**src/source/ntt_agu_pkg.sv**
```systemverilog
package ntt_agu_pkg;

    // --------------------
    // transform constants
    // --------------------

    // log2 of the butterfly unit count
    localparam int pe_depth = 3;

    // supported polynomial sizes, as log2
    localparam int max_log_size = 12;
    localparam int min_log_size = 5;

    // --------------------
    // address widths
    // --------------------

    // up to 256 loops per stage
    localparam int bram_aw = 8;

    // up to 1279 twiddles over a full run
    localparam int tw_aw = 11;

    typedef logic [bram_aw-1:0] bram_addr_t;
    typedef logic [tw_aw-1:0]   tw_addr_t;

    // stage index, also wide enough for log_size
    typedef logic [3:0] stage_t;

    // extra butterfly latency
    typedef logic [1:0] delay_t;

    // sequencer states
    typedef enum logic [1:0] {
        idle,
        op,
        wait_gap
    } seq_state_t;

endpackage

```
**src/source/ntt_addr_map.sv**
```systemverilog
`timescale 1ns/100ps

module ntt_addr_map (
    input  logic                    clk,
    input  logic                    reset,
    input  logic                    op_valid,
    input  ntt_agu_pkg::stage_t     op_stage,
    input  ntt_agu_pkg::bram_addr_t op_loop,
    input  ntt_agu_pkg::stage_t     run_global,
    output ntt_agu_pkg::bram_addr_t raddr,
    output logic                    ren,
    output ntt_agu_pkg::tw_addr_t   tw_addr,
    output ntt_agu_pkg::bram_addr_t even_addr,
    output ntt_agu_pkg::bram_addr_t odd_addr,
    output logic                    wr_valid,
    output logic                    bank_sel,
    output ntt_agu_pkg::stage_t     item_stage
);

    logic                    is_global;
    logic                    item_valid;
    ntt_agu_pkg::stage_t     k;
    ntt_agu_pkg::stage_t     k_up;
    ntt_agu_pkg::bram_addr_t base;
    ntt_agu_pkg::bram_addr_t half;
    ntt_agu_pkg::bram_addr_t group;
    ntt_agu_pkg::bram_addr_t loop_last;
    ntt_agu_pkg::tw_addr_t   stage_base;
    ntt_agu_pkg::tw_addr_t   cur_base;
    ntt_agu_pkg::tw_addr_t   base_step;

    // --------------------
    // data addresses
    // --------------------

    assign is_global = (op_stage < run_global);

    // butterfly span is 2^k words in a global stage
    assign k    = run_global - op_stage - 4'd1;
    assign k_up = k + 4'd1;
    assign base = (op_loop >> 1) + ((op_loop >> k_up) << k);
    assign half = ntt_agu_pkg::bram_addr_t'(1) << k;

    // --------------------
    // twiddle addresses
    // --------------------

    assign group     = is_global ? (op_loop >> k_up) : op_loop;
    assign loop_last = ~({ntt_agu_pkg::bram_aw{1'b1}} << run_global);

    // stage 0 always starts a new run at twiddle 0
    assign cur_base  = (op_stage == '0) ? '0 : stage_base;
    assign base_step = is_global ? (ntt_agu_pkg::tw_addr_t'(1) << op_stage)
                                 : ntt_agu_pkg::tw_addr_t'(loop_last) + 1'b1;

    always_ff @(posedge clk) begin
        if (reset) begin
            item_valid <= 1'b0;
            stage_base <= '0;
        end else begin
            item_valid <= op_valid;
            // advance on the last item of each stage
            if (op_valid && (op_loop == loop_last)) begin
                stage_base <= cur_base + base_step;
            end
        end
    end

    // address registers, all leave in the same cycle
    always_ff @(posedge clk) begin
        tw_addr    <= cur_base + ntt_agu_pkg::tw_addr_t'(group);
        bank_sel   <= op_loop[0];
        item_stage <= op_stage;
        if (is_global) begin
            raddr     <= op_loop[0] ? base + half : base;
            even_addr <= base;
            odd_addr  <= base + half;
        end else begin
            raddr     <= op_loop;
            even_addr <= op_loop;
            odd_addr  <= op_loop;
        end
    end

    assign ren      = item_valid;
    assign wr_valid = item_valid;

endmodule

```
**src/source/ntt_agu_top.sv**
```systemverilog
`timescale 1ns/100ps

module ntt_agu_top #(
    parameter int wait_cycles = 16
) (
    input  logic                    clk,
    input  logic                    reset,
    input  logic                    start,
    input  ntt_agu_pkg::stage_t     log_size,
    input  ntt_agu_pkg::delay_t     delay,
    output logic                    busy,
    output ntt_agu_pkg::bram_addr_t raddr,
    output logic                    ren,
    output ntt_agu_pkg::tw_addr_t   tw_addr,
    output ntt_agu_pkg::bram_addr_t waddr0,
    output logic                    wen0,
    output logic                    bank_sel0,
    output ntt_agu_pkg::bram_addr_t waddr1,
    output logic                    wen1,
    output logic                    bank_sel1,
    output ntt_agu_pkg::stage_t     stage_count,
    output logic                    done
);

    // --------------------
    // internal wires
    // --------------------

    logic                    go;
    logic                    last_done;
    ntt_agu_pkg::stage_t     run_log_size;
    ntt_agu_pkg::stage_t     run_global;
    ntt_agu_pkg::bram_addr_t run_loop_last;
    ntt_agu_pkg::delay_t     run_delay;
    logic                    op_valid;
    ntt_agu_pkg::stage_t     op_stage;
    ntt_agu_pkg::bram_addr_t op_loop;
    ntt_agu_pkg::bram_addr_t even_addr;
    ntt_agu_pkg::bram_addr_t odd_addr;
    logic                    wr_valid;
    logic                    bank_sel;
    ntt_agu_pkg::stage_t     item_stage;

    ntt_cmd_latch cmd_latch_i (
        .clk(clk), .reset(reset), .start(start), .log_size(log_size), .delay(delay),
        .last_done(last_done), .busy(busy), .go(go), .run_log_size(run_log_size),
        .run_global(run_global), .run_loop_last(run_loop_last), .run_delay(run_delay)
    );

    ntt_stage_sequencer #(.wait_cycles(wait_cycles)) sequencer_i (
        .clk(clk), .reset(reset), .go(go), .run_log_size(run_log_size),
        .run_loop_last(run_loop_last), .op_valid(op_valid), .op_stage(op_stage),
        .op_loop(op_loop), .last_done(last_done)
    );

    ntt_addr_map addr_map_i (
        .clk(clk), .reset(reset), .op_valid(op_valid), .op_stage(op_stage),
        .op_loop(op_loop), .run_global(run_global), .raddr(raddr), .ren(ren),
        .tw_addr(tw_addr), .even_addr(even_addr), .odd_addr(odd_addr),
        .wr_valid(wr_valid), .bank_sel(bank_sel), .item_stage(item_stage)
    );

    ntt_write_align write_align_i (
        .clk(clk), .reset(reset), .run_delay(run_delay), .even_addr(even_addr),
        .odd_addr(odd_addr), .wr_valid(wr_valid), .bank_sel(bank_sel),
        .item_stage(item_stage), .last_done(last_done), .waddr0(waddr0), .wen0(wen0),
        .bank_sel0(bank_sel0), .waddr1(waddr1), .wen1(wen1), .bank_sel1(bank_sel1),
        .stage_count(stage_count), .done(done)
    );

endmodule

```
**src/source/ntt_cmd_latch.sv**
```systemverilog
`timescale 1ns/100ps

module ntt_cmd_latch (
    input  logic                    clk,
    input  logic                    reset,
    input  logic                    start,
    input  ntt_agu_pkg::stage_t     log_size,
    input  ntt_agu_pkg::delay_t     delay,
    input  logic                    last_done,
    output logic                    busy,
    output logic                    go,
    output ntt_agu_pkg::stage_t     run_log_size,
    output ntt_agu_pkg::stage_t     run_global,
    output ntt_agu_pkg::bram_addr_t run_loop_last,
    output ntt_agu_pkg::delay_t     run_delay
);

    logic                accept;
    ntt_agu_pkg::stage_t global_cnt;

    // a start during a run is dropped
    assign accept = start && !busy;

    // stages whose butterflies span more than one memory word
    assign global_cnt = log_size - ntt_agu_pkg::stage_t'(ntt_agu_pkg::pe_depth + 1);

    always_ff @(posedge clk) begin
        if (reset) begin
            busy <= 1'b0;
            go   <= 1'b0;
        end else begin
            go <= accept;
            if (accept) begin
                busy <= 1'b1;
            end else if (last_done) begin
                busy <= 1'b0;
            end
        end
    end

    // per-run limits, loop_last is 2^global - 1
    always_ff @(posedge clk) begin
        if (accept) begin
            run_log_size  <= log_size;
            run_global    <= global_cnt;
            run_loop_last <= ~({ntt_agu_pkg::bram_aw{1'b1}} << global_cnt);
            run_delay     <= delay;
        end
    end

    a_log_size_range: assert property (@(posedge clk) disable iff (reset)
        accept |-> (log_size >= ntt_agu_pkg::min_log_size) &&
                   (log_size <= ntt_agu_pkg::max_log_size));

endmodule

```
**src/source/ntt_stage_sequencer.sv**
```systemverilog
`timescale 1ns/100ps

module ntt_stage_sequencer #(
    parameter int wait_cycles = 16
) (
    input  logic                    clk,
    input  logic                    reset,
    input  logic                    go,
    input  ntt_agu_pkg::stage_t     run_log_size,
    input  ntt_agu_pkg::bram_addr_t run_loop_last,
    output logic                    op_valid,
    output ntt_agu_pkg::stage_t     op_stage,
    output ntt_agu_pkg::bram_addr_t op_loop,
    output logic                    last_done
);

    localparam int wait_w = $clog2(wait_cycles);

    ntt_agu_pkg::seq_state_t state;
    ntt_agu_pkg::stage_t     stage_cnt;
    ntt_agu_pkg::bram_addr_t loop_cnt;
    logic [wait_w-1:0]       wait_cnt;
    logic                    loop_end;
    logic                    wait_end;
    logic                    final_stage;

    assign loop_end    = (loop_cnt == run_loop_last);
    assign wait_end    = (wait_cnt == wait_w'(wait_cycles - 1));
    assign final_stage = (stage_cnt == run_log_size - 4'd1);

    // --------------------
    // state and counters
    // --------------------

    always_ff @(posedge clk) begin
        if (reset) begin
            state     <= ntt_agu_pkg::idle;
            stage_cnt <= '0;
            loop_cnt  <= '0;
            wait_cnt  <= '0;
            last_done <= 1'b0;
        end else begin
            last_done <= 1'b0;
            case (state)
                ntt_agu_pkg::idle: begin
                    if (go) begin
                        state     <= ntt_agu_pkg::op;
                        stage_cnt <= '0;
                        loop_cnt  <= '0;
                    end
                end
                ntt_agu_pkg::op: begin
                    // one butterfly item per cycle
                    if (loop_end) begin
                        state    <= ntt_agu_pkg::wait_gap;
                        loop_cnt <= '0;
                        wait_cnt <= '0;
                    end else begin
                        loop_cnt <= loop_cnt + 1'b1;
                    end
                end
                ntt_agu_pkg::wait_gap: begin
                    // results of this stage feed the next one
                    if (wait_end) begin
                        if (final_stage) begin
                            state     <= ntt_agu_pkg::idle;
                            last_done <= 1'b1;
                        end else begin
                            state     <= ntt_agu_pkg::op;
                            stage_cnt <= stage_cnt + 4'd1;
                        end
                    end else begin
                        wait_cnt <= wait_cnt + 1'b1;
                    end
                end
                default: begin
                    state <= ntt_agu_pkg::idle;
                end
            endcase
        end
    end

    // --------------------
    // operation item
    // --------------------

    assign op_valid = (state == ntt_agu_pkg::op);
    assign op_stage = stage_cnt;
    assign op_loop  = loop_cnt;

    a_op_in_range: assert property (@(posedge clk) disable iff (reset)
        op_valid |-> (op_loop <= run_loop_last) && (op_stage < run_log_size));

    // the command latch holds starts off while a run is active
    a_go_when_idle: assert property (@(posedge clk) disable iff (reset)
        go |-> (state == ntt_agu_pkg::idle));

endmodule

```
**src/source/ntt_write_align.sv**
```systemverilog
`timescale 1ns/100ps

module ntt_write_align (
    input  logic                    clk,
    input  logic                    reset,
    input  ntt_agu_pkg::delay_t     run_delay,
    input  ntt_agu_pkg::bram_addr_t even_addr,
    input  ntt_agu_pkg::bram_addr_t odd_addr,
    input  logic                    wr_valid,
    input  logic                    bank_sel,
    input  ntt_agu_pkg::stage_t     item_stage,
    input  logic                    last_done,
    output ntt_agu_pkg::bram_addr_t waddr0,
    output logic                    wen0,
    output logic                    bank_sel0,
    output ntt_agu_pkg::bram_addr_t waddr1,
    output logic                    wen1,
    output logic                    bank_sel1,
    output ntt_agu_pkg::stage_t     stage_count,
    output logic                    done
);

    localparam int depth = 5;
    localparam int aw    = ntt_agu_pkg::bram_aw;
    localparam int dw    = 2 * aw + 1 + 4;

    logic [depth-1:0] valid_line;
    logic [depth-1:0] done_line;
    logic [dw-1:0]    data_line [depth];
    logic [dw-1:0]    even_word;
    logic [dw-1:0]    odd_word;
    logic [2:0]       even_tap;
    logic [2:0]       odd_tap;

    // odd lane lags the even lane by one butterfly cycle
    assign even_tap = {1'b0, run_delay};
    assign odd_tap  = even_tap + 3'd1;

    // --------------------
    // shift lines
    // --------------------

    always_ff @(posedge clk) begin
        if (reset) begin
            valid_line <= '0;
            done_line  <= '0;
        end else begin
            valid_line <= {valid_line[depth-2:0], wr_valid};
            done_line  <= {done_line[depth-2:0], last_done};
        end
    end

    always_ff @(posedge clk) begin
        data_line[0] <= {item_stage, bank_sel, odd_addr, even_addr};
        for (int i = 1; i < depth; i++) begin
            data_line[i] <= data_line[i-1];
        end
    end

    assign even_word = data_line[even_tap];
    assign odd_word  = data_line[odd_tap];

    // --------------------
    // output registers
    // --------------------

    always_ff @(posedge clk) begin
        if (reset) begin
            wen0 <= 1'b0;
            wen1 <= 1'b0;
            done <= 1'b0;
        end else begin
            wen0 <= valid_line[even_tap];
            wen1 <= valid_line[odd_tap];
            done <= done_line[odd_tap];
        end
    end

    always_ff @(posedge clk) begin
        waddr0      <= even_word[aw-1:0];
        bank_sel0   <= even_word[2*aw];
        waddr1      <= odd_word[2*aw-1:aw];
        bank_sel1   <= odd_word[2*aw];
        stage_count <= odd_word[dw-1 -: 4];
    end

    // no stale write may leak out of the line after a reset
    a_no_wen_after_reset: assert property (@(posedge clk)
        $past(reset, 2) |-> !wen0 && !wen1);

endmodule

```
**config.mk**
```make
export PLATFORM = sky130hd
export DESIGN_NAME = ntt_agu_top
export DESIGN_NICKNAME = d
export VERILOG_FILES = /design/src/source/ntt_agu_pkg.sv /design/src/source/ntt_addr_map.sv /design/src/source/ntt_agu_top.sv /design/src/source/ntt_cmd_latch.sv /design/src/source/ntt_stage_sequencer.sv /design/src/source/ntt_write_align.sv
export SDC_FILE = /design/constraint.sdc
export NUM_CORES = 1
export LEC_CHECK = 0
export BUFFER_PORTS_ARGS = -buffer_cell sky130_fd_sc_hd__buf_2
export CAP_MARGIN = 20
export CORE_ASPECT_RATIO = 1.25
export CORE_MARGIN = 8
export CORE_UTILIZATION = 43
export CTS_BUF_LIST = sky130_fd_sc_hd__clkbuf_4 sky130_fd_sc_hd__clkbuf_8
export DETAILED_ROUTE_END_ITERATION = 8
export GPL_ROUTABILITY_DRIVEN = 0
export PLACE_DENSITY_LB_ADDON = 0.15
export SETUP_SLACK_MARGIN = 0.05
export SLEW_MARGIN = 20
export SYNTH_ARGS = -nofsm -noshare
export SYNTH_HDL_FRONTEND = slang
export SYNTH_HIERARCHICAL = 1
export SYNTH_SLANG_ARGS = --single-unit
export TNS_END_PERCENT = 5
```
**constraint.sdc**
```tcl
create_clock -name clk -period 8.75 [get_ports clk]
set_input_delay 0.875 -clock clk [delete_from_list [all_inputs] [get_ports clk]]
set_output_delay 0.875 -clock clk [all_outputs]
set_load 0.02 [all_outputs]
```
==> qor.txt, run 1 <==
Outcome: finished clean
DIE AREA: 27670 um^2
Least-Margin Pin Slew: 1029 ps
Slew margin rel.: 0.3126
Setup Fix Bufs, Post-CTS: 0
Root Buffer: clkbuf_8
WS Path Type: flop to flop
CTS tree: yes
Max Cap Viol: 0
Iter 0 DRT Violations: 370
Initial Util: 0.4370
Die width: 150.4 um
Final clock skew: 22.05 ps
Share of cells above drive strength 1: 0.1793
#FFs+latches synth: 220
Post-synthesis sequential area ratio: 0.4692
Clock Sinks: 220
Post-Syn Instances: 951
Slew Viols, Final: 0
Synthesized area per cell: 10.21 um^2
Met1 Use GR: 0.1832
Row count: 61
CTS buffer count: 36
Worst R2R Setup Slack: 2150 ps
I/O pin cnt: 55
Most frequent cells in the layout: dfxtp_1 (205), nand2_1 (79), a21oi_1 (62)
Most common cell after layout, fill and taps aside: dfxtp_1
Hold WC Path Type: flop to flop
Reg2reg end: addr_map_i/raddr[7]
Die height: 184.0 um
Fmax: 0.1515 GHz
Distinct cells, synth: 80
Number of synthesized flops with an enable pin: 15
Reg-to-Reg Start: cmd_latch_i/run_log_size[0]
Register area: 4554 um^2
IR drop worst, VDD: 0.0001584 V
Final hold vios: 0
Fillcell total: 2030
RSZ-0062 raised after global routing: false
Arr. time, crit path: 7060 ps
Layout area overhead: 12.01%
Residual DRC: 0
Hold_buf cts: 0
Leak pwr: 4.654 nW
Final worst-path cycle share: 0.7542
All-Layer GR Usage: 0.1560
WL per Instance: 16.49 um
Fin nets: 1071
Crit path max fanout: 17
Clock transition at path regs: 60 ps
Initial antenna violation count: 0
Post-layout min period: 6599 ps
Post-DRT Antenna Nets: 0
# port buffers: 54
Post-Route WL: 21580 um
Cell Area, Synth: 9707 um^2
Ys flop type: dfxtp_1
Met2 usage: 0.2710
# resized after CTS: 0
Worst R2R Path Depth: 24
Pre-antenna DRT Iters: 5
Min-Delay Path Depth: 0
Multi-input logic area: 4703 um^2
Met3 Resource Use GR: 0.03276
CTS H-Tree Depth: 2
Grt ovf: 0
N_diodes: 0
Vias per cell: 5.283
First-pass GRT wire length: 34880 um
Power Density: 207.5 nW/um^2
Critical path required time: 9210 ps
Dpl hpwl: 15150 um
Core ar.: 22210 um^2
Worst-skew pair later-pin latency: 540 ps
Hold endpoint: write_align_i/data_line[0][18]
Vias in the first global route: 6924
Ys Warns: 6
Syn Nets: 1017
Async SR Flop Fraction: 0
Total number of vias: 6916
Largest net degree at the start of global routing: 55
Min-delay src: addr_map_i/item_stage[1]
CTS max path bufs: 3
Crit path capture type: flop
Fin Setup TNS: 0 ps
Setup Viol. Count Final: 0
Fin util: 0.4896
CP startpoint kind: flop
Most Crowded Layer GR: met2
[cell usage after synthesis (all sizes together) (6+ instances only)]
cell type  instances  area [um^2]
nor2b             28        175.2
o21bai            13        97.59
dfxtp            205         4104
a21o              12        91.34
xor2              19        166.4
inv               52        195.2
or3                6        40.03
and3              13        81.33
a21oi             63        319.1
xnor2             26        227.7
edfxtp            15        450.4
nor3              18        90.09
a211oi             7        52.55
o22ai             15        93.84
mux4              12        270.3
buf               26        178.9
mux2              32        360.4
o31ai              7        52.55
o21a               6        45.04
nor4               8        50.05
nand4              7        43.79
mux2i             21        210.2
nor2              47        176.4
nand3             27        135.1
clkbuf            19        72.56
ha                52        650.6
nand2             79        296.5
nand2b             6        37.54
o21ai             33        176.4
[cell type report]
type / instances / area share
inverter: 52 / 0.01795
tap: 283 / 0.03257
clock inverter: 8 / 0.009436
sequential: 220 / 0.4189
timing repair buffer: 62 / 0.03038
clock buffer: 51 / 0.05823
multi-input combinational: 633 / 0.4326
[metrics by stage]
step / hold slack (ps) / std cells / setup WS [ps] / total power, mW / cell area [um^2]
after floorplan: 309.6 / 951 / 2872 / 1.298 / 9707
after global placement: 310.8 / 1250 / 2357 / 1.355 / 10140
after CTS: 324.1 / 1309 / 2202 / 2.293 / 10870
final: 324.0 / 1309 / 2151 / 2.256 / 10870
after global routing: 330.6 / 1309 / 1641 / 2.363 / 10870
after detailed placement: 312.1 / 1250 / 2248 / 1.358 / 10140
[critical path: stages (launching register included)]
cell and delay [ps]:
edfxtp_1 680, ha_1 260, inv_1 60, fa_1 830, inv_1 180, ha_1 230, ha_1 430, inv_2 180
mux4_2 570, nor3_1 280, a21oi_1 140, nor3_1 180, ha_1 310, a21o_1 190, a21oi_1 250, o21bai_1 90
a21oi_1 180, xnor2_1 120, ha_1 330, o21a_1 120, nor2_1 30, a21oi_1 200, xnor2_1 160, a2111o_1 430
nand3_1 80
[worst max-delay path by stage]
| stage | from | end | slack, ps |
|---|---|---|---|
| floorplan | sequencer_i/op_stage[0] | addr_map_i/raddr[7] | 2870 |
| global placement | cmd_latch_i/run_log_size[0] | addr_map_i/raddr[7] | 2360 |
| detailed placement | cmd_latch_i/run_log_size[0] | addr_map_i/raddr[7] | 2250 |
| CTS | cmd_latch_i/run_log_size[0] | addr_map_i/raddr[7] | 2200 |
| global route | cmd_latch_i/run_log_size[0] | addr_map_i/odd_addr[7] | 1640 |
| finish | cmd_latch_i/run_log_size[0] | addr_map_i/raddr[7] | 2150 |
[logic make-up (layout without fill, tap and decap cells)]
group	count (synthesis)	in the layout	synth area share
AND/OR/NAND/NOR	262	262	0.1374
flip-flops	220	220	0.4692
AO/OA/AOI/OAI	202	202	0.1372
buffers and inverters	98	173	0.04692
multiplexers	65	65	0.08662
adder cells (fa/ha/maj)	57	57	0.07734
XOR/XNOR	47	47	0.04537
[flip-flops by register name, indices dropped and copies added (netlist names), 5 cells and up]
signal,flops
addr_map_i/odd_addr,8
write_align_i/data_line,97
addr_map_i/even_addr,8
cmd_latch_i/run_loop_last,7
addr_map_i/stage_base,11
write_align_i/valid_line,5
write_align_i/waddr1,8
addr_map_i/raddr,8
write_align_i/done_line,5
addr_map_i/tw_addr,11
write_align_i/waddr0,8
sequencer_i/op_loop,8
[power breakdown]
part / leakage (nW) / switching (mW) / total [mW] / internal, mW
combinational: 2.46 / 0.134 / 0.222 / 0.0887
sequential: 1.81 / 0.0303 / 1.11 / 1.08
clock: 0.389 / 0.395 / 0.922 / 0.526
[metal layers]
| layer | part of all wire | vias to the layer above |
|---|---|---|
| met1 | 0.44 | 3179 |
| met4 | 0.027 | 0 |
| met2 | 0.48 | 186 |
| met5 | 0 | - |
| met3 | 0.055 | 49 |
| li1 | - | 3502 |
Power figures use the tool's default switching activity.
==> inputs of run 2 (changes only) <==
==> constraint.sdc (replaced) <==
create_clock -name clk -period 6.8 [get_ports clk]
set_input_delay 0.68 -clock clk [delete_from_list [all_inputs] [get_ports clk]]
set_output_delay 0.68 -clock clk [all_outputs]
set_load 0.02 [all_outputs]
==> run 2 against run 1 <==
Net effect:
- cell count rose by 1.3%
- via count increased by 1.0%
- critical path depth grew 1
- setup slack lost 1300 ps
- sequential power up 28%
- count of clock-buffer cells in the layout up 4
- sequential share of layout area fell by 0.48 points
- critical path type unchanged
- highest routed layer unchanged
==> qor.txt, run 2 (synthesis gave the netlist of run 1 again) <==
Worst-skew pair later-pin latency: 540 ps (about the same)
Post-layout min period: 5937 ps (-662.0 ps)
Arr. time, crit path: 6400 ps (-660 ps)
Largest net degree at the start of global routing: 55 (unchanged)
Pre-antenna DRT Iters: 5 (unchanged)
Initial Util: 0.4370 (unchanged)
Total number of vias: 6986 (+1.0%)
CTS tree: yes
Final worst-path cycle share: 0.8731 (+0.1189)
# port buffers: 54 (unchanged)
Net switching power: 0.7286 mW (+30%)
Hold slack: 325.4 ps (+1.441 ps)
Outcome: finished clean
WS Path Type: flop to flop
Clock transition at path regs: 60 ps (about the same)
Most frequent cells in the layout: dfxtp_1 (205), nand2_1 (79), a21oi_1 (62)
Crit path capture type: flop
Most common cell after layout, fill and taps aside: dfxtp_1
Initial antenna violation count: 0 (unchanged)
Vias in the first global route: 6877 (-0.68%)
Max Cap Viol: 0 (unchanged)
N_diodes: 0 (unchanged)
CP startpoint kind: flop
Critical path required time: 7270 ps (-1940 ps)
Root Buffer: clkbuf_8
Grt ovf: 0 (unchanged)
Post-DRT Antenna Nets: 0 (unchanged)
All-Layer GR Usage: 0.1581 (+0.002115)
Layout area overhead: 13.30%
Least-Margin Pin Slew: 946.1 ps (-82.42 ps)
Vias per cell: 5.268 (-0.28%)
I/O pin cnt: 55 (unchanged)
DIE AREA: 27670 um^2 (unchanged)
Max reg flops: 97 (unchanged)
Placement Cell Area: 10230 um^2 (+0.89%)
Power Density: 266.2 nW/um^2 (+28%)
Hold_buf cts: 0 (unchanged)
Met3 Resource Use GR: 0.03399 (+0.001232)
Biggest regs: write_align_i/data_line (97), addr_map_i/stage_base (11), addr_map_i/tw_addr (11)
CTS H-Tree Depth: 2 (unchanged)
Residual DRC: 0 (unchanged)
Switch share: 0.2489 (+0.0009727)
Setup Fix Bufs, Post-CTS: 0 (unchanged)
Met1 Use GR: 0.1868 (+0.003562)
WL per Instance: 16.44 um (-0.30%)
Core ar.: 22210 um^2 (unchanged)
Dpl hpwl: 15530 um (+2.5%)
Power Internal: 2.199 mW (+30%)
Sequential power share: 0.487 (-0.006)
Row count: 61 (unchanged)
RSZ-0062 raised after global routing: false
Design Power: 2.927 mW (+30%)
Clock Sinks: 220 (unchanged)
Die height: 184.0 um (unchanged)
Leak pwr: 4.737 nW (+1.8%)
CTS buffer count: 36 (unchanged)
Most Crowded Layer GR: met2
Combinational share of power: 0.101 (+0.002)
Fin Setup TNS: 0 ps (unchanged)
Crit path max fanout: 10 (-7)
Met2 usage: 0.2701 (-0.0008985)
Slew margin rel.: 0.3529 (+0.04030)
Setup Viol. Count Final: 0 (unchanged)
CTS max path bufs: 3 (unchanged)
Final hold vios: 0 (unchanged)
Slew Viols, Final: 0 (unchanged)
Most flops, register: write_align_i/data_line
# resized after CTS: 0 (unchanged)
Fillcell total: 2082 (+2.6%)
Iter 0 DRT Violations: 331 (-11%)
Fmax: 0.1684 GHz (+11%)
Fin nets: 1083 (+1.1%)
IR drop worst, VDD: 0.0001965 V (+24%)
First-pass GRT wire length: 35220 um (+0.97%)
Clk pwr share: 0.412 (+0.003)
Fin util: 0.4952 (+0.005633)
Hold WC Path Type: flop to flop
Share of cells above drive strength 1: 0.1927 (+0.01338)
Die width: 150.4 um (unchanged)
Final clock skew: 33.58 ps (+11.53 ps)
Design area: 11000 um^2 (+1.2%)
Post-Route WL: 21790 um (+0.99%)
## run 2: cell types whose count changed in the layout (fill, tap and decap cells not counted), sizes merged
| cell | previous run | this run |
|---|---|---|
| buf | 62 | 74 |
| bufinv | 2 | 1 |
| clkbuf | 51 | 55 |
| clkinv | 3 | 5 |
## run 2: layout make-up
cell class | instances | area [um^2] | share of cell area
Clock buffer | 55 | 688.2 | 0.06257
Clock inverter | 9 | 82.58 | 0.007509
Inverter | 52 | 195.2 | 0.01775
Multi-Input combinational cell | 633 | 4703 | 0.4276
Sequential cell | 220 | 4554 | 0.4141
Tap cell | 283 | 354.1 | 0.03220
Timing Repair Buffer | 74 | 420.4 | 0.03823
## run 2: power by group through the flow
stage	sequential [mW]	combinational (mW)	clock, mW
2_1_floorplan	1.47	0.200	0
5_1_grt	1.43	0.326	1.31
3_3_place_gp	1.45	0.297	0
4_1_cts	1.43	0.299	1.25
6_report	1.42	0.296	1.21
3_5_place_dp	1.45	0.298	0
## run 2: routing by layer
metal	vias to the layer above	part of all wire	wire [um]
met4	0	0.032	706
li1	3520	-	-
met2	163	0.48	10460
met1	3253	0.44	9481
met5	-	0	0
met3	50	0.052	1144
## run 2: path summary, 6_finish.rpt
check | start | to | slack (ps) | depth (start not counted)
worst min-delay path | addr_map_i/even_addr[5] | write_align_i/data_line[0][5] | 330 | 0
worst min register to register | addr_map_i/even_addr[5] | write_align_i/data_line[0][5] | 330 | 0
worst max register to register | sequencer_i/op_stage[0] | addr_map_i/raddr[7] | 860 | 25
worst max-delay path | sequencer_i/op_stage[0] | addr_map_i/raddr[7] | 860 | 25
## run 2: per-stage QoR
stage                     instances  worst slack (ps)
final                          1326             862.8
after global routing           1326             466.9
after CTS                      1326             908.3
after detailed placement       1262             913.2
after global placement         1262              1026
after floorplan                 951             922.1
## run 2: critical path: stages, from the launching register on
cell and delay (ps):
dfxtp_1 300, inv_1 160, ha_1 210, inv_1 60, fa_1 370, xor2_1 450
inv_1 120, ha_1 440, inv_2 170, mux4_2 570, nor3_1 270, a21oi_1 150
nor3_1 150, ha_1 300, a21o_1 200, a21oi_1 230, o21bai_1 100, a21oi_1 170
xnor2_1 120, ha_1 330, o21a_1 120, nor2_1 40, a21oi_1 210, xnor2_1 150
a2111o_1 420, nand3_1 80
